`src/hdl/axi_cmd_queue.sv`:
```
module axi_cmd_queue #(
    parameter type payload_t = logic [7:0]
) (
    input  logic     i_aclk,
    input  logic     i_areset_n,
    input  logic     i_push_valid,
    output logic     o_push_ready,
    input  payload_t i_push_data,
    output logic     o_pop_valid,
    output payload_t o_pop_data,
    input  logic     i_pop
);

    payload_t   r_slot [2];
    logic       r_wr_ptr;
    logic       r_rd_ptr;
    logic [1:0] r_count;
    logic       r_push_ready;
    logic       w_push;
    logic [1:0] w_count_next;

    assign w_push       = i_push_valid && r_push_ready;
    assign w_count_next = r_count + 2'(w_push) - 2'(i_pop);

    assign o_push_ready = r_push_ready;
    assign o_pop_valid  = (r_count != 2'd0);
    assign o_pop_data   = r_slot[r_rd_ptr];

    always_ff @(posedge i_aclk) begin
        if (!i_areset_n) begin
            r_wr_ptr     <= 1'b0;
            r_rd_ptr     <= 1'b0;
            r_count      <= 2'd0;
            r_push_ready <= 1'b1;
        end else begin
            if (w_push) begin
                r_wr_ptr <= !r_wr_ptr;
            end
            if (i_pop) begin
                r_rd_ptr <= !r_rd_ptr;
            end
            r_count <= w_count_next;
            // Ready falls as the second slot fills
            r_push_ready <= (w_count_next != 2'd2);
        end
    end

    always_ff @(posedge i_aclk) begin
        if (w_push) begin
            r_slot[r_wr_ptr] <= i_push_data;
        end
    end

    // Consumer pops only a held command
    a_no_pop_empty: assert property (@(posedge i_aclk) disable iff (!i_areset_n)
        i_pop |-> o_pop_valid);

    // Master keeps valid and payload while stalled
    a_push_stable: assert property (@(posedge i_aclk) disable iff (!i_areset_n)
        i_push_valid && !o_push_ready |=> i_push_valid && $stable(i_push_data));

endmodule

```
`config.mk`:
```
export PLATFORM = sky130hd
export DESIGN_NAME = axi_cmd_queue
export DESIGN_NICKNAME = d
export VERILOG_FILES = /design/src/hdl/axi_cmd_queue.sv
export SDC_FILE = /design/constraint.sdc
export NUM_CORES = 1
export LEC_CHECK = 0
export ABC_AREA = 1
export BUFFER_PORTS_ARGS = -buffer_cell sky130_fd_sc_hd__buf_4
export CAP_MARGIN = 20
export CORE_MARGIN = 4
export CORE_UTILIZATION = 50
export DETAILED_ROUTE_END_ITERATION = 10
export PLACE_DENSITY = 0.76
export SLEW_MARGIN = 30
export SYNTH_ARGS = -nofsm -noshare
export SYNTH_HDL_FRONTEND = slang
export SYNTH_SLANG_ARGS = --single-unit
```
`constraint.sdc`:
```
create_clock -name i_aclk -period 1.55 [get_ports i_aclk]
set_input_delay 0 -clock i_aclk [delete_from_list [all_inputs] [get_ports i_aclk]]
set_output_delay 0 -clock i_aclk [all_outputs]
set_load 0.02 [all_outputs]
```
==> reports/results.tsv <==
metric	value	unit
CTS tree	done	
Design Area, Final	1190	µm²
post-synthesis sequential area ratio	68.8	%
Seq pwr share	54.9	%
routed wl met3	107	µm
post-route non-filler standard cell count	114	
gr ovfl total	0	
I/O pin total	22	
status	finished, final reports clean	
P&R area growth vs syn	36.4	%
Sink Count	22	
final hold violation count	0	
pin count of the biggest net entering global routing	13	
Switching Fraction	24.9	%
unrepaired setup endpoints after global routing	false	
Clk Latency, worst-skew pair	300	ps
LEAKAGE	0.531	nW
Least-Margin Pin Slew	496	ps
Crit path largest cell delay	650	ps
Die Ht	49.8	µm
Netlist cell types	15	
Synthesized Nets	75	
Synth Cell Area	873	µm²
DR vias	559	
Detail Route met2 WL	699	µm
Fin Clk Skew	7.48	ps
vias in the first global route	523	
Clk pwr share	24.0	%
H-tree levels	1	
CP Buf/Inv Count	1	
Cells after Synth	62	
Num CTS Buffers	3	
CP Data Arrival Time	1460	ps
Critical Path Start Type	register	
clock buffer depth	2	
Die W	49.8	µm
All-Layer GR Usage	12.8	%
final worst setup slack	91.9	ps
final wirelength	1.43	mm
post-route ant nets	0	
Crit-path slowest cell	dfxtp_1	
# Max-Cap Violations	0	
PD cells	1090	nW/µm²
Ant. Diodes	0	
share of post-route cells with drive strength above 1	38.8	%
hold crit path type	in -> reg	
Internal Power	0.975	mW
number of fill cells	106	
M1 wire length	585	µm
nets	112	
crit path cell chain	mux2_4, buf_4	
worst r2r src	o_push_ready$_SDFF_PN1_	
clk root buf	clkbuf_4	
Final Max Tran Viols	0	
Synthesis Warnings	0	
row count	14	
Tcrit/Tclk final	94.1	%
hold wc startpoint	i_push_valid	
Worst path top cell family by delay	flip-flops	
initial antenna violation count	0	
Via density	4.90	
area occupied by multi-input gates	235	µm²
combinational share of power	21.2	%
pre-CTS setup slack	204	ps
Tmin final	1460	ps
number of remaining DRC errors	0	
utilization after layout	75.6	%
hold buffers post-CTS	10	
relative slew slack	66.9	%
CP Data Required Time	1550	ps
Net Sw Power	0.323	mW
post-placement cell area	1050	µm²
wire length per cell	12.5	µm
Seq cells post-synth	22	
Setup Fix Bufs, Post-CTS	0	
1st-iter DRT viols	6	
sequential cell area	601	µm²
Max Clk Rate	686	MHz
crit-path max FO	8	
Initial Util	55.4	%
global-route wire length before repair	2.35	mm
Avg Cell Area, Syn	14.1	µm²
setup_tns	0	ps
RePlAce Congestion	0.705	
post_cts resized	0	
drt pass-1 iters	4	
maximum VDD drop	0.737	mV
die area	2480	µm²
CP Capture Type	primary output	
core area	1580	µm²
Max Used Layer	met4	
Clock transition at path regs	120	ps
Cells after DPL	100	
Setup CP Type	reg -> out	
PortBufs	21	
final count of negative-setup-slack endpoints	0	
Detailed Place HPWL	966	µm
==> area by class of cell <==
class                   count  share of cell area [%]
inverters                   7                    2.21
flip-flops and latches     22                    50.4
well taps                  16                    1.68
clock buffers               4                    3.05
multi-input cells          32                    19.7
repair buffers             33                    22.9
==> flip-flops by register name, summed over array words and instances, names as in the netlist, named ones only <==
signal,cells
r_wr_ptr,1
o_push_ready,1
r_count,2
r_rd_ptr,1
r_slot,16
==> cells in the mapped netlist <==
library cell | count | area [µm²]
or2_1 | 1 | 6.26
nand2_2 | 2 | 12.5
inv_1 | 7 | 26.3
dfxtp_1 | 6 | 120
nand3_1 | 1 | 5.00
nor2_1 | 6 | 22.5
nand2_1 | 9 | 33.8
edfxtp_1 | 16 | 480
a21oi_1 | 1 | 5.00
o21ai_0 | 1 | 5.00
nand4_1 | 1 | 6.26
or2_2 | 1 | 6.26
buf_6 | 1 | 11.3
mux2_4 | 8 | 120
ha_1 | 1 | 12.5
==> power groups by stage <==
stage                     sequential (mW)  clock (mW)  combinational, mW
after detailed placement            0.726           0              0.257
after global placement              0.724           0              0.250
after global routing                0.718       0.351              0.298
after floorplan                     0.720           0              0.161
final                               0.712       0.311              0.275
after CTS                           0.713       0.315              0.278
==> metal layers <==
layer	vias up	global-route usage [%]
li1	284	-
met1	248	14.8
met2	22	21.8
met3	5	3.01
met4	0	6.91
met5	-	0
==> metrics by stage <==
step           hold slack, ps  total power [mW]
6_report                 23.2              1.30
5_1_grt                  21.9              1.37
4_1_cts                  18.3              1.31
3_5_place_dp              188             0.983
3_3_place_gp              185             0.975
2_1_floorplan            91.1             0.880
==> cell families after synthesis <==
family,Yosys count,synth area share [%]
AOI/OAI and AO/OA,2,1.15
adders and majority gates,1,1.43
buffers and inverters,8,4.30
DFF,22,68.8
muxes,8,13.8
and+or+nand+nor,21,10.6
==> layout by cell type (no fill, tap or decap), types with 2 or more instances in the layout <==
| cell type | instances |
|---|---|
| mux2_4 | 8 |
| inv_1 | 7 |
| nor2_1 | 6 |
| clkbuf_4 | 3 |
| nand2_2 | 2 |
| buf_4 | 23 |
| dfxtp_1 | 6 |
| nand2_1 | 9 |
| edfxtp_1 | 16 |
| dlygate4sd3_1 | 10 |
==> tightest hold or removal path: stages <==
cell and delay, ps:
buf_4 110, nand2_2 110, a21oi_1 70
==> worst paths after layout <==
check / to / slack (ps) / depth (start not counted)
max reg2reg: o_push_ready$_SDFF_PN1_ / 190 / 9
min: r_wr_ptr$_SDFFE_PN0P_ / 20 / 3
max: o_pop_data[1] / 90 / 2
min reg2reg: r_wr_ptr$_SDFFE_PN0P_ / 500 / 2
Power figures use the tool's default switching activity.
