===== config.mk =====
export PLATFORM = sky130hd
export DESIGN_NAME = sram_write_ctrl
export DESIGN_NICKNAME = d
export VERILOG_FILES = /design/src/hdl/sram_pkg.sv /design/src/hdl/sram_write_ctrl.sv /design/src/hdl/axi_burst_addr.sv
export VERILOG_INCLUDE_DIRS = /design/src /design/src/include
export SDC_FILE = /design/constraint.sdc
export NUM_CORES = 1
export LEC_CHECK = 0
export ABC_AREA = 1
export BUFFER_PORTS_ARGS = -buffer_cell sky130_fd_sc_hd__buf_2
export CORE_MARGIN = 10
export CORE_UTILIZATION = 39
export DETAILED_ROUTE_END_ITERATION = 10
export GPL_ROUTABILITY_DRIVEN = 1
export PLACE_DENSITY = 0.81
export REMOVE_ABC_BUFFERS = 1
export SYNTH_ARGS = -nofsm -noshare
export SYNTH_HDL_FRONTEND = slang
export SYNTH_HIERARCHICAL = 1
export SYNTH_SLANG_ARGS = --single-unit

===== constraint.sdc =====
create_clock -name i_aclk -period 2.6 [get_ports i_aclk]
set_clock_uncertainty 0.2 [all_clocks]
set_input_delay 0.52 -clock i_aclk [delete_from_list [all_inputs] [get_ports i_aclk]]
set_output_delay 0.52 -clock i_aclk [all_outputs]
set_load 0.05 [all_outputs]

===== src/include/sram_defines.svh =====
`ifndef SRAM_DEFINES_SVH
`define SRAM_DEFINES_SVH

// Data path
`define SRAM_DATA_W 64
`define SRAM_STRB_W 8

// 2 KB byte address space
`define SRAM_ADDR_W 11
`define SRAM_DEPTH  256

// Transaction tag
`define SRAM_ID_W   4

`endif

===== src/hdl/sram_pkg.sv =====
`include "sram_defines.svh"

package sram_pkg;

    // AXI4 burst encodings
    typedef enum logic [1:0] {
        BURST_FIXED = 2'b00,
        BURST_INCR  = 2'b01,
        BURST_WRAP  = 2'b10,
        BURST_RSVD  = 2'b11
    } burst_e;

    // Only the two responses this slave ever returns
    typedef enum logic [1:0] {
        RESP_OKAY   = 2'b00,
        RESP_SLVERR = 2'b10
    } resp_e;

    // One accepted AR or AW command
    typedef struct packed {
        logic [`SRAM_ID_W-1:0]   id;
        logic [`SRAM_ADDR_W-1:0] addr;
        logic [7:0]              len;
        logic [2:0]              size;
        burst_e                  burst;
    } addr_cmd_t;

endpackage


===== src/hdl/sram_write_ctrl.sv =====
`include "sram_defines.svh"

module sram_write_ctrl (
    input  logic                    i_aclk,
    input  logic                    i_areset_n,
    input  logic                    i_q_valid,
    input  sram_pkg::addr_cmd_t     i_q_cmd,
    output logic                    o_q_pop,
    input  logic [`SRAM_DATA_W-1:0] i_wdata,
    input  logic [`SRAM_STRB_W-1:0] i_wstrb,
    input  logic                    i_wlast,
    input  logic                    i_wvalid,
    output logic                    o_wready,
    output logic [`SRAM_ID_W-1:0]   o_bid,
    output sram_pkg::resp_e         o_bresp,
    output logic                    o_bvalid,
    input  logic                    i_bready,
    output logic                    o_wr_en,
    output logic [`SRAM_ADDR_W-1:0] o_wr_addr,
    output logic [`SRAM_DATA_W-1:0] o_wr_data,
    output logic [`SRAM_STRB_W-1:0] o_wr_strb
);

    logic                  r_busy;
    logic                  r_bvalid;
    logic [`SRAM_ID_W-1:0] r_id;
    sram_pkg::resp_e       r_bresp;
    logic                  w_wshake;
    logic                  w_done;
    logic                  w_last;
    logic                  w_err;

    // Next command only once the B handshake is over
    assign o_q_pop  = i_q_valid && !r_busy && !r_bvalid;
    assign o_wready = r_busy;
    assign w_wshake = i_wvalid && r_busy;
    assign w_done   = w_wshake && w_last;

    // Bad bursts still take every W beat but write nothing
    assign o_wr_en   = w_wshake && !w_err;
    assign o_wr_data = i_wdata;
    assign o_wr_strb = i_wstrb;

    axi_burst_addr u_burst_addr (
        .i_aclk     (i_aclk),
        .i_areset_n (i_areset_n),
        .i_load     (o_q_pop),
        .i_addr     (i_q_cmd.addr),
        .i_len      (i_q_cmd.len),
        .i_size     (i_q_cmd.size),
        .i_burst    (i_q_cmd.burst),
        .i_step     (w_wshake),
        .o_addr     (o_wr_addr),
        .o_last     (w_last),
        .o_err      (w_err)
    );

    always_ff @(posedge i_aclk) begin
        if (!i_areset_n) begin
            r_busy   <= 1'b0;
            r_bvalid <= 1'b0;
        end else begin
            if (o_q_pop) begin
                r_busy <= 1'b1;
            end else if (w_done) begin
                r_busy <= 1'b0;
            end
            if (w_done) begin
                r_bvalid <= 1'b1;
            end else if (i_bready) begin
                r_bvalid <= 1'b0;
            end
        end
    end

    always_ff @(posedge i_aclk) begin
        if (o_q_pop) begin
            r_id <= i_q_cmd.id;
        end
        if (w_done) begin
            r_bresp <= w_err ? sram_pkg::RESP_SLVERR : sram_pkg::RESP_OKAY;
        end
    end

    assign o_bid    = r_id;
    assign o_bresp  = r_bresp;
    assign o_bvalid = r_bvalid;

    // Master's WLAST lines up with the AW length
    a_wlast_match: assert property (@(posedge i_aclk) disable iff (!i_areset_n)
        w_wshake |-> (i_wlast == w_last));

endmodule


===== src/hdl/axi_burst_addr.sv =====
`include "sram_defines.svh"

module axi_burst_addr (
    input  logic                    i_aclk,
    input  logic                    i_areset_n,
    input  logic                    i_load,
    input  logic [`SRAM_ADDR_W-1:0] i_addr,
    input  logic [7:0]              i_len,
    input  logic [2:0]              i_size,
    input  sram_pkg::burst_e        i_burst,
    input  logic                    i_step,
    output logic [`SRAM_ADDR_W-1:0] o_addr,
    output logic                    o_last,
    output logic                    o_err
);

    logic [`SRAM_ADDR_W-1:0] r_addr;
    logic [7:0]              r_len;
    sram_pkg::burst_e        r_burst;
    logic [7:0]              r_cnt;
    logic                    r_err;
    logic [`SRAM_ADDR_W-1:0] w_base;
    logic [`SRAM_ADDR_W-1:0] w_wrap_mask;
    logic [`SRAM_ADDR_W-1:0] w_next;
    logic                    w_bad_wrap;

    // Beat address rounded down to the 8-byte word
    assign w_base      = {r_addr[`SRAM_ADDR_W-1:3], 3'b000};
    // Container of (len+1) words, aligned to its own size
    assign w_wrap_mask = `SRAM_ADDR_W'({r_len, 3'b111});
    assign w_bad_wrap  = (i_burst == sram_pkg::BURST_WRAP) && !(i_len inside {1, 3, 7, 15});

    always_comb begin
        case (r_burst)
            sram_pkg::BURST_INCR: w_next = w_base + `SRAM_ADDR_W'(8);
            sram_pkg::BURST_WRAP: w_next = (w_base & ~w_wrap_mask) |
                                           ((w_base + `SRAM_ADDR_W'(8)) & w_wrap_mask);
            default:              w_next = r_addr;
        endcase
    end

    always_ff @(posedge i_aclk) begin
        if (!i_areset_n) begin
            r_cnt <= 8'd0;
            r_err <= 1'b0;
        end else if (i_load) begin
            r_cnt <= 8'd0;
            r_err <= (i_size != 3'd3) || w_bad_wrap;
        end else if (i_step) begin
            r_cnt <= r_cnt + 8'd1;
        end
    end

    always_ff @(posedge i_aclk) begin
        if (i_load) begin
            r_addr  <= i_addr;
            r_len   <= i_len;
            r_burst <= i_burst;
        end else if (i_step) begin
            r_addr <= w_next;
        end
    end

    assign o_addr = r_addr;
    assign o_last = (r_cnt == r_len);
    assign o_err  = r_err;

    // Once the final beat is stepped, no stepping until the next command
    a_no_step_past_last: assert property (@(posedge i_aclk) disable iff (!i_areset_n)
        i_step && o_last |=> !i_step until i_load);

endmodule


==> impl_metrics.ini, run 1 <==
[power]
power.share.clock = 0.344
switchingPower_mw = 0.430
switching_share = 0.293
p_leak_nw = 1.07
p_seq_frac = 0.481
power.density_mw_per_mm2 = 645
power_frac_comb = 0.175
ir_drop_uv = 285
p_int_mw = 1.04

[worst_setup_path]
rrSetupSlack_ns = 0.55
cp-end-kind = flop
cp_data_required_time_ns = 2.40
path_max_fanout = 13
worstSetupPathType = flop to flop
crit_arrival_ns = 1.84
start_kind = flop

[logic_synthesis]
synth_xor_area_frac = 0.0222
netlist_top_cells_area = edfxtp_1 33%, buf_4 23%, dfxtp_1 9.3%
yosysTopAreaCell = edfxtp_1
synth_flop_cell = edfxtp_1
postSynth.asyncResetShare = 0
synth_mux_area_frac = 0
synth_edf_count = 26
netlist.area_leader.share = 0.330
yosysUniqueCellTypes = 26
ys_top_cells_by_count = 73 x buf_4, 55 x nand2_1, 32 x inv_1
synthSimpleGateAreaFrac = 0.186
synth-adder-area-share = 0.0106
synth_compound_area_frac = 0.0672
synth-seq-cells = 37
post-synth-top-count-cell = buf_4
avgSynthCellArea_um2 = 8.21
synth_top_family_by_area = buffers and inverters
seq_area_frac_synth = 0.424
synth_area_mm2 = 0.00236
postSynthCellCount = 288
ys_warn_count = 6

[grt]
grt_max_degree = 27
grt_pass1_wl_mm = 14.6
gr-total-overflow = 0
grt_pass1_vias = 1634
antenna_found_initial = 0
track_usage = 0.223

[routing]
avgRoutedWirePerCell_um = 32.2
dr_total_vias = 1736
highest_layer = met5
wl_met3_mm = 3.49
ant_nets = 0
dr.pass1.iters = 4
totalWireLength_mm = 11.2
met2WireLength_mm = 5.01
drc_errors = 0
viasPerCell = 4.99
drt-initial-drc-count = 136
met1_length_mm = 2.49

[placed_design]
gp_congestion = 0.911
hpwl_mm = 10.1
placed_cells = 340
io_buffer_count = 52

[floorplan]
initial_core_util = 0.402
die_h_um = 97.8
die_w_um = 97.8
io_pins = 199
die_area_mm2 = 0.00957
core_mm2 = 0.00589
core.rowCount = 28

[min_path]
worstHoldPathType = primary input to flop

[final_layout]
layout.nets = 380
final_cell_count_no_fill = 348
num_antenna_cells = 0
nFillCells = 612
synthToLayoutAreaGrowth_pct = -3.76
layout-drive-gt1-share = 0.242

[job]
drv_cap = 0

[sta]
hold_violations = 0
layout_min_cycle_time_ns = 2.05
rsz0062_at_grt = false
min_period_over_period = 0.788
fmax_mhz = 488
fin_tns_setup_ns = 0
slew_viol_final = 0
setup_viol = 0
worst_pin_slew_ns = 0.595
timing.slew.headroom = 0.601

[clock_network]
ctsHoldBuffers = 0
cts_root_buf = clkbuf_8
clkTransAtPathRegs_ns = 0.07
numCtsBuffers = 5
htree_levels = 2
cts.repair.resized = 0
clk_latency_ns = 0.30
cts_tree = built
postCtsSetupBuffers = 0
clk_path_buf_depth = 2
clkSinkCount = 37

[outcome]
outcome = complete, no violations
-- area by class of cell --
type                       count  area, µm²  area share
inverter                      32        120      0.0528
multi-input combinational    143        681       0.299
sequential                    37       1000       0.440
clock inverter                 2       38.8      0.0171
tap                           75       93.8      0.0413
clock buffer                   6       72.6      0.0319
timing repair buffer          53        268       0.118
-- layout by cell type, fill, tap and decap left out, drive strengths merged --
cell | netlist | final
a21oi | 9 | 9
buf | 75 | 53
bufinv | 0 | 1
clkbuf | 1 | 6
clkinv | 0 | 1
conb | 1 | 1
dfxtp | 11 | 11
edfxtp | 26 | 26
ha | 2 | 2
inv | 32 | 32
nand2 | 55 | 55
nand3 | 7 | 7
nand3b | 2 | 2
nand4 | 3 | 3
nor2 | 29 | 29
nor3 | 7 | 7
o211ai | 1 | 1
o21ai | 19 | 19
o21bai | 1 | 1
or2 | 1 | 1
xnor2 | 2 | 2
xor2 | 4 | 4
-- worst max-delay path, cell delays in order (launching register included) --
cell,delay [ns]
edfxtp_1,0.39
nand2_1,0.34
inv_1,0.08
o21ai_1,0.49
nand2_1,0.26
-- metal layers --
metal	track usage	up-vias
met5	0.0359	-
met4	0.0548	2
met3	0.338	9
met2	0.342	198
met1	0.136	720
li1	-	807
-- per-stage QoR --
step	power, mW	hold slack, ns	worst slack [ns]	cell area [µm²]	utilization
4_1_cts	1.47	0.191	0.565	2270	0.386
6_report	1.47	0.201	0.552	2270	0.386
3_3_place_gp	0.966	0.244	0.649	2160	0.368
5_1_grt	1.53	0.185	0.472	2270	0.386
3_5_place_dp	0.974	0.258	0.580	2160	0.368
2_1_floorplan	0.893	0.226	-0.0641	1800	-
-- cell families after synthesis --
group | Yosys count
adders and majority gates | 2
other | 1
buffers and inverters | 108
AOI/OAI and AO/OA | 30
xor gates and xnor gates | 6
DFF | 37
and+or+nand+nor | 104
-- final timing paths --
path	start	end	cells past startpoint
worst max-delay path	u_burst_addr/r_burst[1]$_DFFE_PP_	u_burst_addr/o_addr[0]$_SDFFCE_PN0P_	4
worst min-delay path	i_q_cmd[24]	o_bid[0]$_DFFE_PP_	1
worst max register to register	u_burst_addr/r_burst[1]$_DFFE_PP_	u_burst_addr/o_addr[0]$_SDFFCE_PN0P_	4
worst min register to register	u_burst_addr/o_err$_SDFFE_PN0P_	o_bresp[1]$_DFFE_PP_	0
-- power by group through the flow --
stage	clock network, mW	registers [mW]	logic [mW]
floorplan	0	0.795	0.0978
global placement	0	0.717	0.249
detailed placement	0	0.718	0.256
CTS	0.510	0.705	0.257
global route	0.539	0.710	0.279
finish	0.504	0.706	0.257
(Power assumes the default switching activity.)
==> run 2: changes to the inputs <==
--- a/config.mk
+++ b/config.mk
@@ -6,13 +6,13 @@
 export SDC_FILE = /design/constraint.sdc
 export NUM_CORES = 1
 export LEC_CHECK = 0
-export ABC_AREA = 1
+export ABC_AREA = 0
 export BUFFER_PORTS_ARGS = -buffer_cell sky130_fd_sc_hd__buf_2
 export CORE_MARGIN = 10
-export CORE_UTILIZATION = 39
+export CORE_UTILIZATION = 35
 export DETAILED_ROUTE_END_ITERATION = 10
 export GPL_ROUTABILITY_DRIVEN = 1
-export PLACE_DENSITY = 0.81
+export PLACE_DENSITY = 0.77
 export REMOVE_ABC_BUFFERS = 1
 export SYNTH_ARGS = -nofsm -noshare
 export SYNTH_HDL_FRONTEND = slang
==> constraint.sdc (replaced) <==
create_clock -name i_aclk -period 1.7 [get_ports i_aclk]
set_clock_uncertainty 0.2 [all_clocks]
set_input_delay 0.34 -clock i_aclk [delete_from_list [all_inputs] [get_ports i_aclk]]
set_output_delay 0.34 -clock i_aclk [all_outputs]
set_load 0.05 [all_outputs]
==> impl_metrics.ini, run 2 <==
[outcome]
outcome = complete, no violations

[sta]
fin_tns_setup_ns = 0
slew_viol_final = 0
layout_min_cycle_time_ns = 1.68
fmax_mhz = 596
rsz0062_at_grt = true
fin_ws_ns = 0.0218
min_period_over_period = 0.987
hold_violations = 0
setup_viol = 0

[floorplan]
die_area_mm2 = 0.0104
core_mm2 = 0.00642
io_pins = 199
initial_core_util = 0.366
core.rowCount = 29
die_w_um = 102
die_h_um = 102

[power]
p_total_mw = 2.30
switchingPower_mw = 0.662
ir_drop_uv = 508
p_int_mw = 1.64
p_seq_frac = 0.472
power.density_mw_per_mm2 = 940
switching_share = 0.288
power.share.clock = 0.324
p_leak_nw = 0.964
power_frac_comb = 0.204

[worst_setup_path]
cp_data_required_time_ns = 1.16
start_kind = flop
path_max_fanout = 5
worstSetupPathType = flop to output port
rr_endpoint = u_burst_addr/o_addr[1]$_SDFFCE_PN0P_
r2r_start = o_wready$_SDFFE_PN0P_
cp-end-kind = output port
crit_arrival_ns = 1.14
worstRegToRegCells = 4
rrSetupSlack_ns = 0.03

[placed_design]
io_buffer_count = 52
hpwl_mm = 9.41
placed_area_mm2 = 0.00224
gp_congestion = 0.861
post-place-ws_ns = -0.0521

[min_path]
worstHoldPathType = primary input to flop
hold_depth = 1
whs_endpoint = o_bid[3]$_DFFE_PP_
worst_hold_startpoint = i_q_cmd[27]

[grt]
grt_pass1_wl_mm = 14.1
grt_pass1_vias = 1754
antenna_found_initial = 0
track_usage = 0.202
grt_max_degree = 14
gr-total-overflow = 0

[routing]
dr_total_vias = 1726
dr.pass1.iters = 5
viasPerCell = 5.41
drt-initial-drc-count = 99
ant_nets = 0
avgRoutedWirePerCell_um = 34.2
totalWireLength_mm = 10.9
drc_errors = 0

[logic_synthesis]
postSynthCellCount = 241
yosysTopAreaCell = edfxtp_1
synth_flop_cell = edfxtp_1
netlist_top_cells_area = edfxtp_1 33%, buf_4 23%, dfxtp_1 9.4%
ys_warn_count = 6
avgSynthCellArea_um2 = 9.74
seq_area_frac_synth = 0.426
netlist.area_leader.share = 0.332
post-synth-top-count-cell = buf_4
synth_edf_count = 26
synth_area_mm2 = 0.00235
synth-seq-cells = 37
yosysUniqueCellTypes = 42
postSynth.asyncResetShare = 0
ys_top_cells_by_count = 73 x buf_4, 26 x edfxtp_1, 18 x o21ai_0

[final_layout]
synthToLayoutAreaGrowth_pct = 4.21
fin_area_mm2 = 0.00245
final_core_util = 0.381
layout.nets = 349
num_antenna_cells = 0
nFillCells = 628
layout-drive-gt1-share = 0.376
mostFrequentLayoutCells = 49 x buf_2, 26 x edfxtp_1, 18 x o21ai_0
layout_commonest_cell = buf_2

[job]
drv_cap = 0

[clock_network]
numCtsBuffers = 5
cts_root_buf = clkbuf_8
ctsHoldBuffers = 0
clk_latency_ns = 0.29
clk_path_buf_depth = 2
htree_levels = 2
clkTransAtPathRegs_ns = 0.07
clkSinkCount = 37
cts_tree = built
## run 2: changes by cell type after synthesis, moves of 4 or more
| cell | delta |
|---|---|
| inv_1 | -28 |
| nand2_1 | -43 |
| nor2_1 | -16 |
| nor3_1 | -4 |
| or3_1 | +4 |
| xnor2_1 | +7 |
## run 2: worst max path at each step
stage / start / endpoint / slack [ns] / cells after the start
after detailed placement: i_q_valid / u_burst_addr/o_err$_SDFFE_PN0P_ / -0.05 / 5
after CTS: o_wready$_SDFFE_PN0P_ / o_q_pop / 0.01 / 2
final: o_wready$_SDFFE_PN0P_ / o_q_pop / 0.02 / 2
after global routing: o_wready$_SDFFE_PN0P_ / flop / -0.04 / 5
after global placement: i_q_valid / u_burst_addr/o_addr[0]$_SDFFCE_PN0P_ / -0.01 / 4
after floorplan: o_bvalid$_SDFFE_PN0P_ / u_burst_addr/o_addr[0]$_SDFFCE_PN0P_ / -1.97 / 3
## run 2: metrics by stage
| step | cells | hold WS (ns) |
|---|---|---|
| floorplan | 161 | 0.218 |
| global placement | 304 | 0.246 |
| detailed placement | 304 | 0.255 |
| CTS | 315 | 0.0171 |
| global route | 319 | 0.0133 |
| finish | 319 | 0.0265 |
## run 2: power by group through the flow
stage	clock, mW	sequential, mW	combinational, mW
after floorplan	0	1.23	0.154
after CTS	0.765	1.09	0.450
after detailed placement	0	1.11	0.435
final	0.745	1.09	0.469
after global placement	0	1.10	0.424
after global routing	0.807	1.09	0.507
## run 2: kinds of logic after synthesis
| family | synth area share |
|---|---|
| DFF | 0.426 |
| buffers and inverters | 0.253 |
| adders and majority gates | 0.0107 |
| AOI/OAI and AO/OA | 0.103 |
| other | 0.00160 |
| xor gates and xnor gates | 0.0597 |
| and+or+nand+nor | 0.142 |
| muxes | 0.00426 |
## run 2: timing repair
| action | CTS | global route |
|---|---|---|
| setup buffers | 3 | 3 |
| setup endpoints to repair | 3 | 37 |
| cloned | 0 | 1 |
| resized for setup | 6 | 12 |
| pin swaps | 2 | 3 |
## run 2: area by class of cell
class	count	area (µm²)	area share
Inverter	4	18.8	0.00767
Timing Repair Buffer	72	440	0.180
Multi-Input combinational cell	120	774	0.316
Clock buffer	6	72.6	0.0297
Clock inverter	2	33.8	0.0138
Timing Repair inverter	1	5.00	0.00204
Tap cell	77	96.3	0.0394
Sequential cell	37	1010	0.411
## run 2: critical path, cell delays in order, from the launching register on
cell	delay (ns)
dfxtp_4	0.37
nor3b_4	0.27
buf_6	0.21
## run 2: layer usage
layer  wire length, µm  global-route usage  share of wire
met1              3670               0.192           0.34
met2              4010               0.261           0.37
met3              3100               0.266           0.28
met4                81              0.0315         0.0074
met5                41              0.0529         0.0038
