$ cat src/include/sram_defines.svh
`ifndef SRAM_DEFINES_SVH
`define SRAM_DEFINES_SVH

// Data path
`define SRAM_DATA_W 64
`define SRAM_STRB_W 8

// 2 KB byte address space
`define SRAM_ADDR_W 11
`define SRAM_DEPTH  256

// Transaction tag
`define SRAM_ID_W   4

`endif
$ cat src/hdl/sram_pkg.sv
`include "sram_defines.svh"

package sram_pkg;

    // AXI4 burst encodings
    typedef enum logic [1:0] {
        BURST_FIXED = 2'b00,
        BURST_INCR  = 2'b01,
        BURST_WRAP  = 2'b10,
        BURST_RSVD  = 2'b11
    } burst_e;

    // Only the two responses this slave ever returns
    typedef enum logic [1:0] {
        RESP_OKAY   = 2'b00,
        RESP_SLVERR = 2'b10
    } resp_e;

    // One accepted AR or AW command
    typedef struct packed {
        logic [`SRAM_ID_W-1:0]   id;
        logic [`SRAM_ADDR_W-1:0] addr;
        logic [7:0]              len;
        logic [2:0]              size;
        burst_e                  burst;
    } addr_cmd_t;

endpackage

$ cat src/hdl/sram_read_ctrl.sv
`include "sram_defines.svh"

module sram_read_ctrl (
    input  logic                    i_aclk,
    input  logic                    i_areset_n,
    input  logic                    i_q_valid,
    input  sram_pkg::addr_cmd_t     i_q_cmd,
    output logic                    o_q_pop,
    output logic [`SRAM_ID_W-1:0]   o_rid,
    output logic [`SRAM_DATA_W-1:0] o_rdata,
    output sram_pkg::resp_e         o_rresp,
    output logic                    o_rlast,
    output logic                    o_rvalid,
    input  logic                    i_rready,
    output logic                    o_rd_en,
    output logic [`SRAM_ADDR_W-1:0] o_rd_addr,
    input  logic [`SRAM_DATA_W-1:0] i_rd_data
);

    typedef struct packed {
        logic [`SRAM_ID_W-1:0]   id;
        logic [`SRAM_DATA_W-1:0] data;
        sram_pkg::resp_e         resp;
        logic                    last;
    } beat_t;

    logic                  r_busy;
    logic [`SRAM_ID_W-1:0] r_id;
    logic                  w_last;
    logic                  w_err;

    // Word in flight through the memory
    logic                  r_pend;
    logic                  r_pend_last;
    logic                  r_pend_err;
    logic [`SRAM_ID_W-1:0] r_pend_id;

    // R output buffer
    beat_t      r_buf [2];
    logic       r_buf_wr;
    logic       r_buf_rd;
    logic [1:0] r_buf_cnt;
    logic       w_pop;
    logic [2:0] w_used;

    assign o_q_pop = i_q_valid && !r_busy;
    assign w_pop   = o_rvalid && i_rready;
    // Slots taken after this cycle's beat leaves and the pending word lands
    assign w_used  = 3'(r_buf_cnt) + 3'(r_pend) - 3'(w_pop);
    assign o_rd_en = r_busy && (w_used < 3'd2);

    axi_burst_addr u_burst_addr (
        .i_aclk     (i_aclk),
        .i_areset_n (i_areset_n),
        .i_load     (o_q_pop),
        .i_addr     (i_q_cmd.addr),
        .i_len      (i_q_cmd.len),
        .i_size     (i_q_cmd.size),
        .i_burst    (i_q_cmd.burst),
        .i_step     (o_rd_en),
        .o_addr     (o_rd_addr),
        .o_last     (w_last),
        .o_err      (w_err)
    );

    // ======================================================================
    // Burst issue and buffer control
    // ======================================================================
    always_ff @(posedge i_aclk) begin
        if (!i_areset_n) begin
            r_busy    <= 1'b0;
            r_pend    <= 1'b0;
            r_buf_wr  <= 1'b0;
            r_buf_rd  <= 1'b0;
            r_buf_cnt <= 2'd0;
        end else begin
            if (o_q_pop) begin
                r_busy <= 1'b1;
            end else if (o_rd_en && w_last) begin
                r_busy <= 1'b0;
            end
            r_pend <= o_rd_en;
            if (r_pend) begin
                r_buf_wr <= !r_buf_wr;
            end
            if (w_pop) begin
                r_buf_rd <= !r_buf_rd;
            end
            r_buf_cnt <= r_buf_cnt + 2'(r_pend) - 2'(w_pop);
        end
    end

    always_ff @(posedge i_aclk) begin
        if (o_q_pop) begin
            r_id <= i_q_cmd.id;
        end
        if (o_rd_en) begin
            r_pend_last <= w_last;
            r_pend_err  <= w_err;
            r_pend_id   <= r_id;
        end
        // Erroring bursts return zeros
        if (r_pend) begin
            r_buf[r_buf_wr] <= '{
                id:   r_pend_id,
                data: r_pend_err ? '0 : i_rd_data,
                resp: r_pend_err ? sram_pkg::RESP_SLVERR : sram_pkg::RESP_OKAY,
                last: r_pend_last
            };
        end
    end

    assign o_rvalid = (r_buf_cnt != 2'd0);
    assign o_rid    = r_buf[r_buf_rd].id;
    assign o_rdata  = r_buf[r_buf_rd].data;
    assign o_rresp  = r_buf[r_buf_rd].resp;
    assign o_rlast  = r_buf[r_buf_rd].last;

    // Stalled beat holds its payload
    a_r_hold: assert property (@(posedge i_aclk) disable iff (!i_areset_n)
        o_rvalid && !i_rready |=> o_rvalid && $stable({o_rid, o_rdata, o_rresp, o_rlast}));

endmodule

$ cat src/hdl/axi_burst_addr.sv
`include "sram_defines.svh"

module axi_burst_addr (
    input  logic                    i_aclk,
    input  logic                    i_areset_n,
    input  logic                    i_load,
    input  logic [`SRAM_ADDR_W-1:0] i_addr,
    input  logic [7:0]              i_len,
    input  logic [2:0]              i_size,
    input  sram_pkg::burst_e        i_burst,
    input  logic                    i_step,
    output logic [`SRAM_ADDR_W-1:0] o_addr,
    output logic                    o_last,
    output logic                    o_err
);

    logic [`SRAM_ADDR_W-1:0] r_addr;
    logic [7:0]              r_len;
    sram_pkg::burst_e        r_burst;
    logic [7:0]              r_cnt;
    logic                    r_err;
    logic [`SRAM_ADDR_W-1:0] w_base;
    logic [`SRAM_ADDR_W-1:0] w_wrap_mask;
    logic [`SRAM_ADDR_W-1:0] w_next;
    logic                    w_bad_wrap;

    // Beat address rounded down to the 8-byte word
    assign w_base      = {r_addr[`SRAM_ADDR_W-1:3], 3'b000};
    // Container of (len+1) words, aligned to its own size
    assign w_wrap_mask = `SRAM_ADDR_W'({r_len, 3'b111});
    assign w_bad_wrap  = (i_burst == sram_pkg::BURST_WRAP) && !(i_len inside {1, 3, 7, 15});

    always_comb begin
        case (r_burst)
            sram_pkg::BURST_INCR: w_next = w_base + `SRAM_ADDR_W'(8);
            sram_pkg::BURST_WRAP: w_next = (w_base & ~w_wrap_mask) |
                                           ((w_base + `SRAM_ADDR_W'(8)) & w_wrap_mask);
            default:              w_next = r_addr;
        endcase
    end

    always_ff @(posedge i_aclk) begin
        if (!i_areset_n) begin
            r_cnt <= 8'd0;
            r_err <= 1'b0;
        end else if (i_load) begin
            r_cnt <= 8'd0;
            r_err <= (i_size != 3'd3) || w_bad_wrap;
        end else if (i_step) begin
            r_cnt <= r_cnt + 8'd1;
        end
    end

    always_ff @(posedge i_aclk) begin
        if (i_load) begin
            r_addr  <= i_addr;
            r_len   <= i_len;
            r_burst <= i_burst;
        end else if (i_step) begin
            r_addr <= w_next;
        end
    end

    assign o_addr = r_addr;
    assign o_last = (r_cnt == r_len);
    assign o_err  = r_err;

    // Once the final beat is stepped, no stepping until the next command
    a_no_step_past_last: assert property (@(posedge i_aclk) disable iff (!i_areset_n)
        i_step && o_last |=> !i_step until i_load);

endmodule

$ cat config.mk
export PLATFORM = sky130hd
export DESIGN_NAME = sram_read_ctrl
export DESIGN_NICKNAME = d
export VERILOG_FILES = /design/src/hdl/sram_pkg.sv /design/src/hdl/sram_read_ctrl.sv /design/src/hdl/axi_burst_addr.sv
export VERILOG_INCLUDE_DIRS = /design/src /design/src/include
export SDC_FILE = /design/constraint.sdc
export NUM_CORES = 1
export LEC_CHECK = 0
export BUFFER_PORTS_ARGS = -buffer_cell sky130_fd_sc_hd__buf_4
export CORE_MARGIN = 1
export CORE_UTILIZATION = 53
export DETAILED_ROUTE_END_ITERATION = 8
export PLACE_DENSITY = 0.79
export SLEW_MARGIN = 20
export SYNTH_ARGS = -nofsm -noshare
export SYNTH_HDL_FRONTEND = slang
export SYNTH_SLANG_ARGS = --single-unit
$ cat constraint.sdc
create_clock -name i_aclk -period 5.3 [get_ports i_aclk]
set_input_delay 0.265 -clock i_aclk [delete_from_list [all_inputs] [get_ports i_aclk]]
set_output_delay 0.265 -clock i_aclk [all_outputs]
set_load 0.01 [all_outputs]
==> qor.yml, run 1 <==
status: "finished, final reports clean"
root_buffer: "clkbuf_16"
slew_headroom: 0.3509
finalSetupViolCount: 0
cts_buffers: 17
wl_per_cell_um: 17.64
finalSetupTns_ps: 0
worstHoldStart: "i_q_cmd[8]"
crit_path_max_incr_delay_ps: 510
fin_util: 0.6979
irDropWorstVdd_uv: 242.1
critPathKind: "reg2out"
ys_seq_area_frac: 0.7182
gp_congestion: 0.8637
max_cap_violations: 0
synth.distinct_cells: 33
cts_setup_buffers: 0
rr_endpoint: "u_burst_addr.o_addr[0]$_SDFFCE_PN0P_"
synthSimpleGateAreaFrac: 0.09702
path_delay_family: "simple AND/OR/NAND/NOR gates"
die-area_mm2: 0.01481
synth.most_common_cell: "edfxtp_1"
clock-sinks: 187
min_period_over_period: 0.6778
ant_nets: 0
num_antenna_cells: 0
grt.total_usage: 0.2131
hold_class: "in2reg"
ios: 181
clock-skew-final_ps: 8.588
async_flop_share: 0
slew_viol_final: 0
hpwl_um: 9877
worstSetupStartpointType: "flop"
cts_resized: 0
synth-compound-area-share: 0.02603
die_h_um: 121.7
n_fill_cell: 939
synth_adder_area_share: 0.009224
layout-drive-gt1-share: 0.4196
die_w_um: 121.7
grt_pass1_vias: 4663
clk_latency_ps: 440
worstMarginPinSlew_ps: 973.7
cp.depth: 10
reg2reg_from: "r_buf_cnt[1]$_SDFF_PN0_"
leakagePower_nw: 3.585
synth.ff_latch_count: 187
synth_edf_count: 171
synth_ff_type: "edfxtp_1"
cp_data_arrival_time_ps: 3330
core_mm2: 0.01393
synthXorXnorAreaFrac: 0.02981
viasPerCell: 5.241
timing.critical_path.buf_inv: 3
reg2reg_slack_ps: 2080
wirelength_um: 15240
period_minus_slack_ps: 3592
clk_pin_slew_ps: 70
start_util: 0.5451
synth_area_mm2: 0.007596
rsz0062_at_grt: "no"
syn_avg_cell_area_um2: 15.63
ff2ff_path_depth: 9
required_ps: 5040
power_density_mw_per_mm2: 440.3
slowest_stage: "fa_1"
synth_common_cells: "edfxtp_1 (171), mux2_2 (70), nor2b_1 (67), o21ai_0 (24), xnor2_1 (18)"
dr.pass1.iters: 4
hold_end: "u_burst_addr.r_len[3]$_DFFE_PP_"
cts_tree: "done"
syn_nets: 587
fmax_ghz: 0.2784
ys_top_cells_by_area: "edfxtp_1 (68%), mux2_2 (10%), nor2b_1 (5.5%)"
clockBufferDepth: 2
holdPathStages: 1
rows: 43
io_buffers: 179
cp_max_fo: 11
synth.area.mux_share: 0.1038
grt_pass1_wl_um: 23230
critPathCaptureType: "output port"
yosysWarnings: 0
synth_top_area_frac: 0.6760
syn2layout_area_growth_pct: 28.03
cp_cell_sequence: "or2_2 > and2_1 > ha_1 > inv_1 > ha_1 > fa_1 > and2b_2 > nand2_1 > inv_1 > buf_4"
overflow: 0
cts_max_level: 4
grt_max_degree: 71
finalHoldViolations: 0
drc_errors: 0
synth_top_family_by_area: "multiplexers"
antenna_found_initial: 0
yosysTopAreaCell: "edfxtp_1"
fin_nets: 772
route.vias.total: 4528
cts_hold_buf: 4
syn_inst: 486
detail_route.iter0.violations: 392
[layer usage]
metal / vias to the layer above / routed length [um] / GRT usage
met5: - / 0 / 0
met4: 0 / 418 / 0.09722
met3: 29 / 949 / 0.05665
met2: 174 / 7529 / 0.3590
met1: 2192 / 6342 / 0.2562
li1: 2133 / - / -
[report_power, final]
group	switching [mW]	internal [mW]
combinational	0.518	0.545
sequential	0.142	1.86
clock	0.528	0.688
total	1.19	3.09
[how the worst max path moves through the flow]
| stage | slack (ps) | from | to |
|---|---|---|---|
| 3_5_place_dp | 2140 | r_buf_cnt[1]$_SDFF_PN0_ | u_burst_addr.o_addr[0]$_SDFFCE_PN0P_ |
| 4_1_cts | 1700 | r_buf_cnt[1]$_SDFF_PN0_ | o_rd_en |
| 3_3_place_gp | 2170 | r_buf_cnt[1]$_SDFF_PN0_ | u_burst_addr.o_addr[0]$_SDFFCE_PN0P_ |
| 5_1_grt | 1550 | r_buf_cnt[1]$_SDFF_PN0_ | o_rd_en |
| 6_report | 1710 | r_buf_cnt[1]$_SDFF_PN0_ | o_rd_en |
| 2_1_floorplan | 1310 | r_pend$_SDFF_PN0_ | r_buf[0][0]$_DFFE_PP_ |
[sequential cells by signal, indices dropped and copies added (netlist names), 2 cells and up, named ones only]
register / count
r_buf: 140
u_burst_addr.r_burst: 2
r_buf_cnt: 2
r_id: 4
u_burst_addr.o_addr: 4
u_burst_addr.r_cnt: 8
r_pend_id: 4
u_burst_addr.r_len: 8
[cell families after synthesis]
| family | after synthesis |
|---|---|
| mux | 70 |
| buf+inv | 29 |
| xor+xnor | 25 |
| flops | 187 |
| simple gates | 131 |
| compound gates | 38 |
| other cells | 1 |
| fa+ha+maj | 5 |
[area by class of cell]
class | count | area [um^2] | area share
Clock inverter | 13 | 126.4 | 0.01299
Timing Repair Buffer | 187 | 1419 | 0.1459
Inverter | 8 | 30.03 | 0.003088
Tap cell | 180 | 225.2 | 0.02316
Sequential cell | 187 | 5459 | 0.5613
Clock buffer | 19 | 432.9 | 0.04451
Multi-Input combinational cell | 270 | 2033 | 0.2091
[cell usage in the layout, fill, tap and decap left out, types with 8 or more instances in the layout]
master	n
nand2_1	17
buf_4	181
clkbuf_16	17
inv_1	8
a21oi_1	12
nor2b_1	66
xnor2_1	18
mux2_2	70
edfxtp_1	171
nor2_1	17
o21ai_0	24
dfxtp_1	15
[worst register-to-register path, stage by stage (launching register included)]
cell and delay, ps:
dfxtp_1 360, or2_2 320, and2_1 190, ha_1 270, inv_1 40, ha_1 180, fa_1 460, and2b_2 280
nand2_1 240, o21ai_0 530
[per-stage QoR]
stage	setup WS, ps	cells	cell area [um^2]	hold slack [ps]	total power, mW
floorplan	1311	486	7596	363.9	2.613
global placement	2172	826	9106	405.3	3.059
detailed placement	2138	826	9106	404.5	3.097
CTS	1704	862	9706	0.8618	4.309
global route	1546	864	9726	0.1203	4.460
finish	1708	864	9726	12.66	4.282
Power figures use the tool's default switching activity.
==> run 2: changes to the inputs <==
--- a/config.mk
+++ b/config.mk
@@ -6,11 +6,12 @@
 export SDC_FILE = /design/constraint.sdc
 export NUM_CORES = 1
 export LEC_CHECK = 0
+export ABC_AREA = 1
 export BUFFER_PORTS_ARGS = -buffer_cell sky130_fd_sc_hd__buf_4
 export CORE_MARGIN = 1
-export CORE_UTILIZATION = 53
+export CORE_UTILIZATION = 48
 export DETAILED_ROUTE_END_ITERATION = 8
-export PLACE_DENSITY = 0.79
+export PLACE_DENSITY = 0.75
 export SLEW_MARGIN = 20
 export SYNTH_ARGS = -nofsm -noshare
 export SYNTH_HDL_FRONTEND = slang
==> constraint.sdc (replaced) <==
create_clock -name i_aclk -period 3.1 [get_ports i_aclk]
set_input_delay 0.155 -clock i_aclk [delete_from_list [all_inputs] [get_ports i_aclk]]
set_output_delay 0.155 -clock i_aclk [all_outputs]
set_load 0.01 [all_outputs]
==> run 2 against run 1 <==
  * Largest cell class unchanged
  * First-iteration DRC count shrank 14%
  * Combinational power up 75%
  * Cell count increased by 18%
  * Global-route usage fell by 2.0 points
==> qor.yml, run 2 <==
cts_buffers: 17
cts_setup_buffers: 0
clockBufferDepth: 2
drc_errors: 0
n_fill_cell: 1184
ys_seq_area_frac: 0.7055
leakagePower_nw: 4.139
overflow: 0
cp_max_fo: 12
syn_inst: 590
synth_common_cells: "edfxtp_1 (171), inv_1 (97), nor2_1 (88), mux2_2 (70), nand2_1 (48)"
finalHoldViolations: 0
dr.pass1.iters: 5
ant_nets: 0
worstSetupStartpointType: "flop"
clk_pin_slew_ps: 70
cts_hold_buf: 18
period_minus_slack_ps: 2890
synth_top_area_frac: 0.6641
viasPerCell: 4.842
finalSetupTns_ps: 0
ff2ff_path_depth: 13
ys_top_cells_by_area: "edfxtp_1 (66%), mux2_2 (10%), inv_1 (4.7%)"
gp_congestion: 0.8181
num_antenna_cells: 0
wirelength_um: 15650
syn_avg_cell_area_um2: 13.11
largest_registers: "r_buf (140), u_burst_addr.r_cnt (8), u_burst_addr.r_len (8)"
rows: 46
status: "finished, final reports clean"
slew_headroom: 0.3453
grt_max_degree: 71
rsz0062_at_grt: "no"
critPathCaptureType: "output port"
largest_reg_flops: 140
power_density_mw_per_mm2: 736.1
route.vias.total: 4939
cts_resized: 0
core_mm2: 0.01583
cts_tree: "done"
cp_data_arrival_time_ps: 2730
clock-skew-final_ps: 13.97
root_buffer: "clkbuf_16"
critPathKind: "reg2out"
ios: 181
synth_ff_type: "edfxtp_1"
grt.total_usage: 0.1927
io_buffers: 179
die_h_um: 128.9
wl_per_cell_um: 15.34
yosysTopAreaCell: "edfxtp_1"
syn2layout_area_growth_pct: 30.49
grt_pass1_vias: 5040
worstMarginPinSlew_ps: 982.0
cp_cell_sequence: "inv_2 > nand2_1 > nand2_1 > inv_1 > ha_1 > inv_1 > ha_1 > fa_1 > nor2_4 > nand3_4 > inv_2 > buf_4 > buf_4"
start_util: 0.4885
synth.most_common_cell: "edfxtp_1"
reg2reg_from: "r_buf_cnt[1]$_SDFF_PN0_"
antenna_found_initial: 0
crit_path_max_incr_delay_ps: 510
synth.distinct_cells: 30
hpwl_um: 10340
synth_edf_count: 171
min_period_over_period: 0.9321
layout-drive-gt1-share: 0.3706
fmax_ghz: 0.3461
layout_common_cells: "buf_4 (183), edfxtp_1 (171), inv_1 (96)"
cts_max_level: 4
reg2reg_slack_ps: 440
final_common_cell: "buf_4"
grt_pass1_wl_um: 24170
die_w_um: 128.9
fin_area_mm2: 0.01009
synth.ff_latch_count: 187
die-area_mm2: 0.01662
holdPathStages: 3
synth_area_mm2: 0.007732
fin_nets: 892
irDropWorstVdd_uv: 489.1
yosysWarnings: 0
max_cap_violations: 0
finalSetupViolCount: 0
async_flop_share: 0
syn_nets: 691
registers.top_by_ff_count: "r_buf"
detail_route.iter0.violations: 338
required_ps: 2940
slowest_stage: "fa_1"
hold_class: "in2reg"
clk_latency_ps: 430
worstHoldStart: "i_q_cmd[22]"
slew_viol_final: 0
clock-sinks: 187
placed_area_mm2: 0.009315
## run 2: how the worst max path moves through the flow
stage,slack (ps),endpoint,start,depth (start not counted)
floorplan,460,r_buf[0][0]$_DFFE_PP_,r_pend$_SDFF_PN0_,2
global placement,580,flop,r_buf_cnt[1]$_SDFF_PN0_,13
detailed placement,420,flop,r_buf_cnt[1]$_SDFF_PN0_,13
CTS,180,o_rd_en,r_buf_cnt[1]$_SDFF_PN0_,13
global route,60,o_rd_en,r_buf_cnt[1]$_SDFF_PN0_,13
finish,210,o_rd_en,r_buf_cnt[1]$_SDFF_PN0_,13
## run 2: area by class of cell
cell class	instances	area, um^2	area share
Tap cell	216	270.3	0.02679
Multi-Input combinational cell	282	1813	0.1797
Inverter	101	379.1	0.03757
Timing Repair Buffer	202	1574	0.1560
Clock inverter	15	168.9	0.01674
Clock buffer	17	425.4	0.04216
Sequential cell	187	5459	0.5410
## run 2: cell families after synthesis
| kind of cell | synth area share |
|---|---|
| AND/OR/NAND/NOR | 0.08657 |
| multiplexers | 0.1019 |
| AO/OA/AOI/OAI | 0.02524 |
| adder cells (fa/ha/maj) | 0.009062 |
| buffers and inverters | 0.06100 |
| other | 0.0004850 |
| flip-flops | 0.7055 |
| XOR/XNOR | 0.01019 |
## run 2: power breakdown
part	leakage [nW]	switching, mW	internal (mW)	total, mW
Sequential	1.72	0.230	3.18	3.41
Combinational	2.13	0.920	0.931	1.85
Clock	0.292	1.00	1.16	2.16
## run 2: per-stage QoR
| stage | worst slack (ps) | instances | hold WS (ps) | util | power, mW |
|---|---|---|---|---|---|
| 2_1_floorplan | 461.3 | 590 | 248.5 | - | 4.452 |
| 3_3_place_gp | 575.2 | 970 | 334.9 | 0.5885 | 5.251 |
| 3_5_place_dp | 423.5 | 970 | 334.6 | 0.5885 | 5.318 |
| 4_1_cts | 176.7 | 1020 | 1.585 | 0.6375 | 7.488 |
| 5_1_grt | 63.52 | 1020 | 20.94 | 0.6375 | 7.747 |
| 6_report | 210.5 | 1020 | 16.36 | 0.6375 | 7.427 |
## run 2: worst max-delay path, delay by kind of cell (launching register included)
kind,cells,cell delay [ps]
flip-flops,1,320
buffers and inverters,6,610
adder cells (fa/ha/maj),3,970
AND/OR/NAND/NOR,4,410
## run 2: routing by layer
metal / vias to the layer above / share of wire / wire (um) / global-route usage
li1: 2384 / - / - / -
met1: 2363 / 0.41 / 6423 / 0.2312
met2: 172 / 0.50 / 7901 / 0.3313
met3: 20 / 0.068 / 1066 / 0.04324
met4: 0 / 0.016 / 255 / 0.08997
met5: - / 0 / 0 / 0
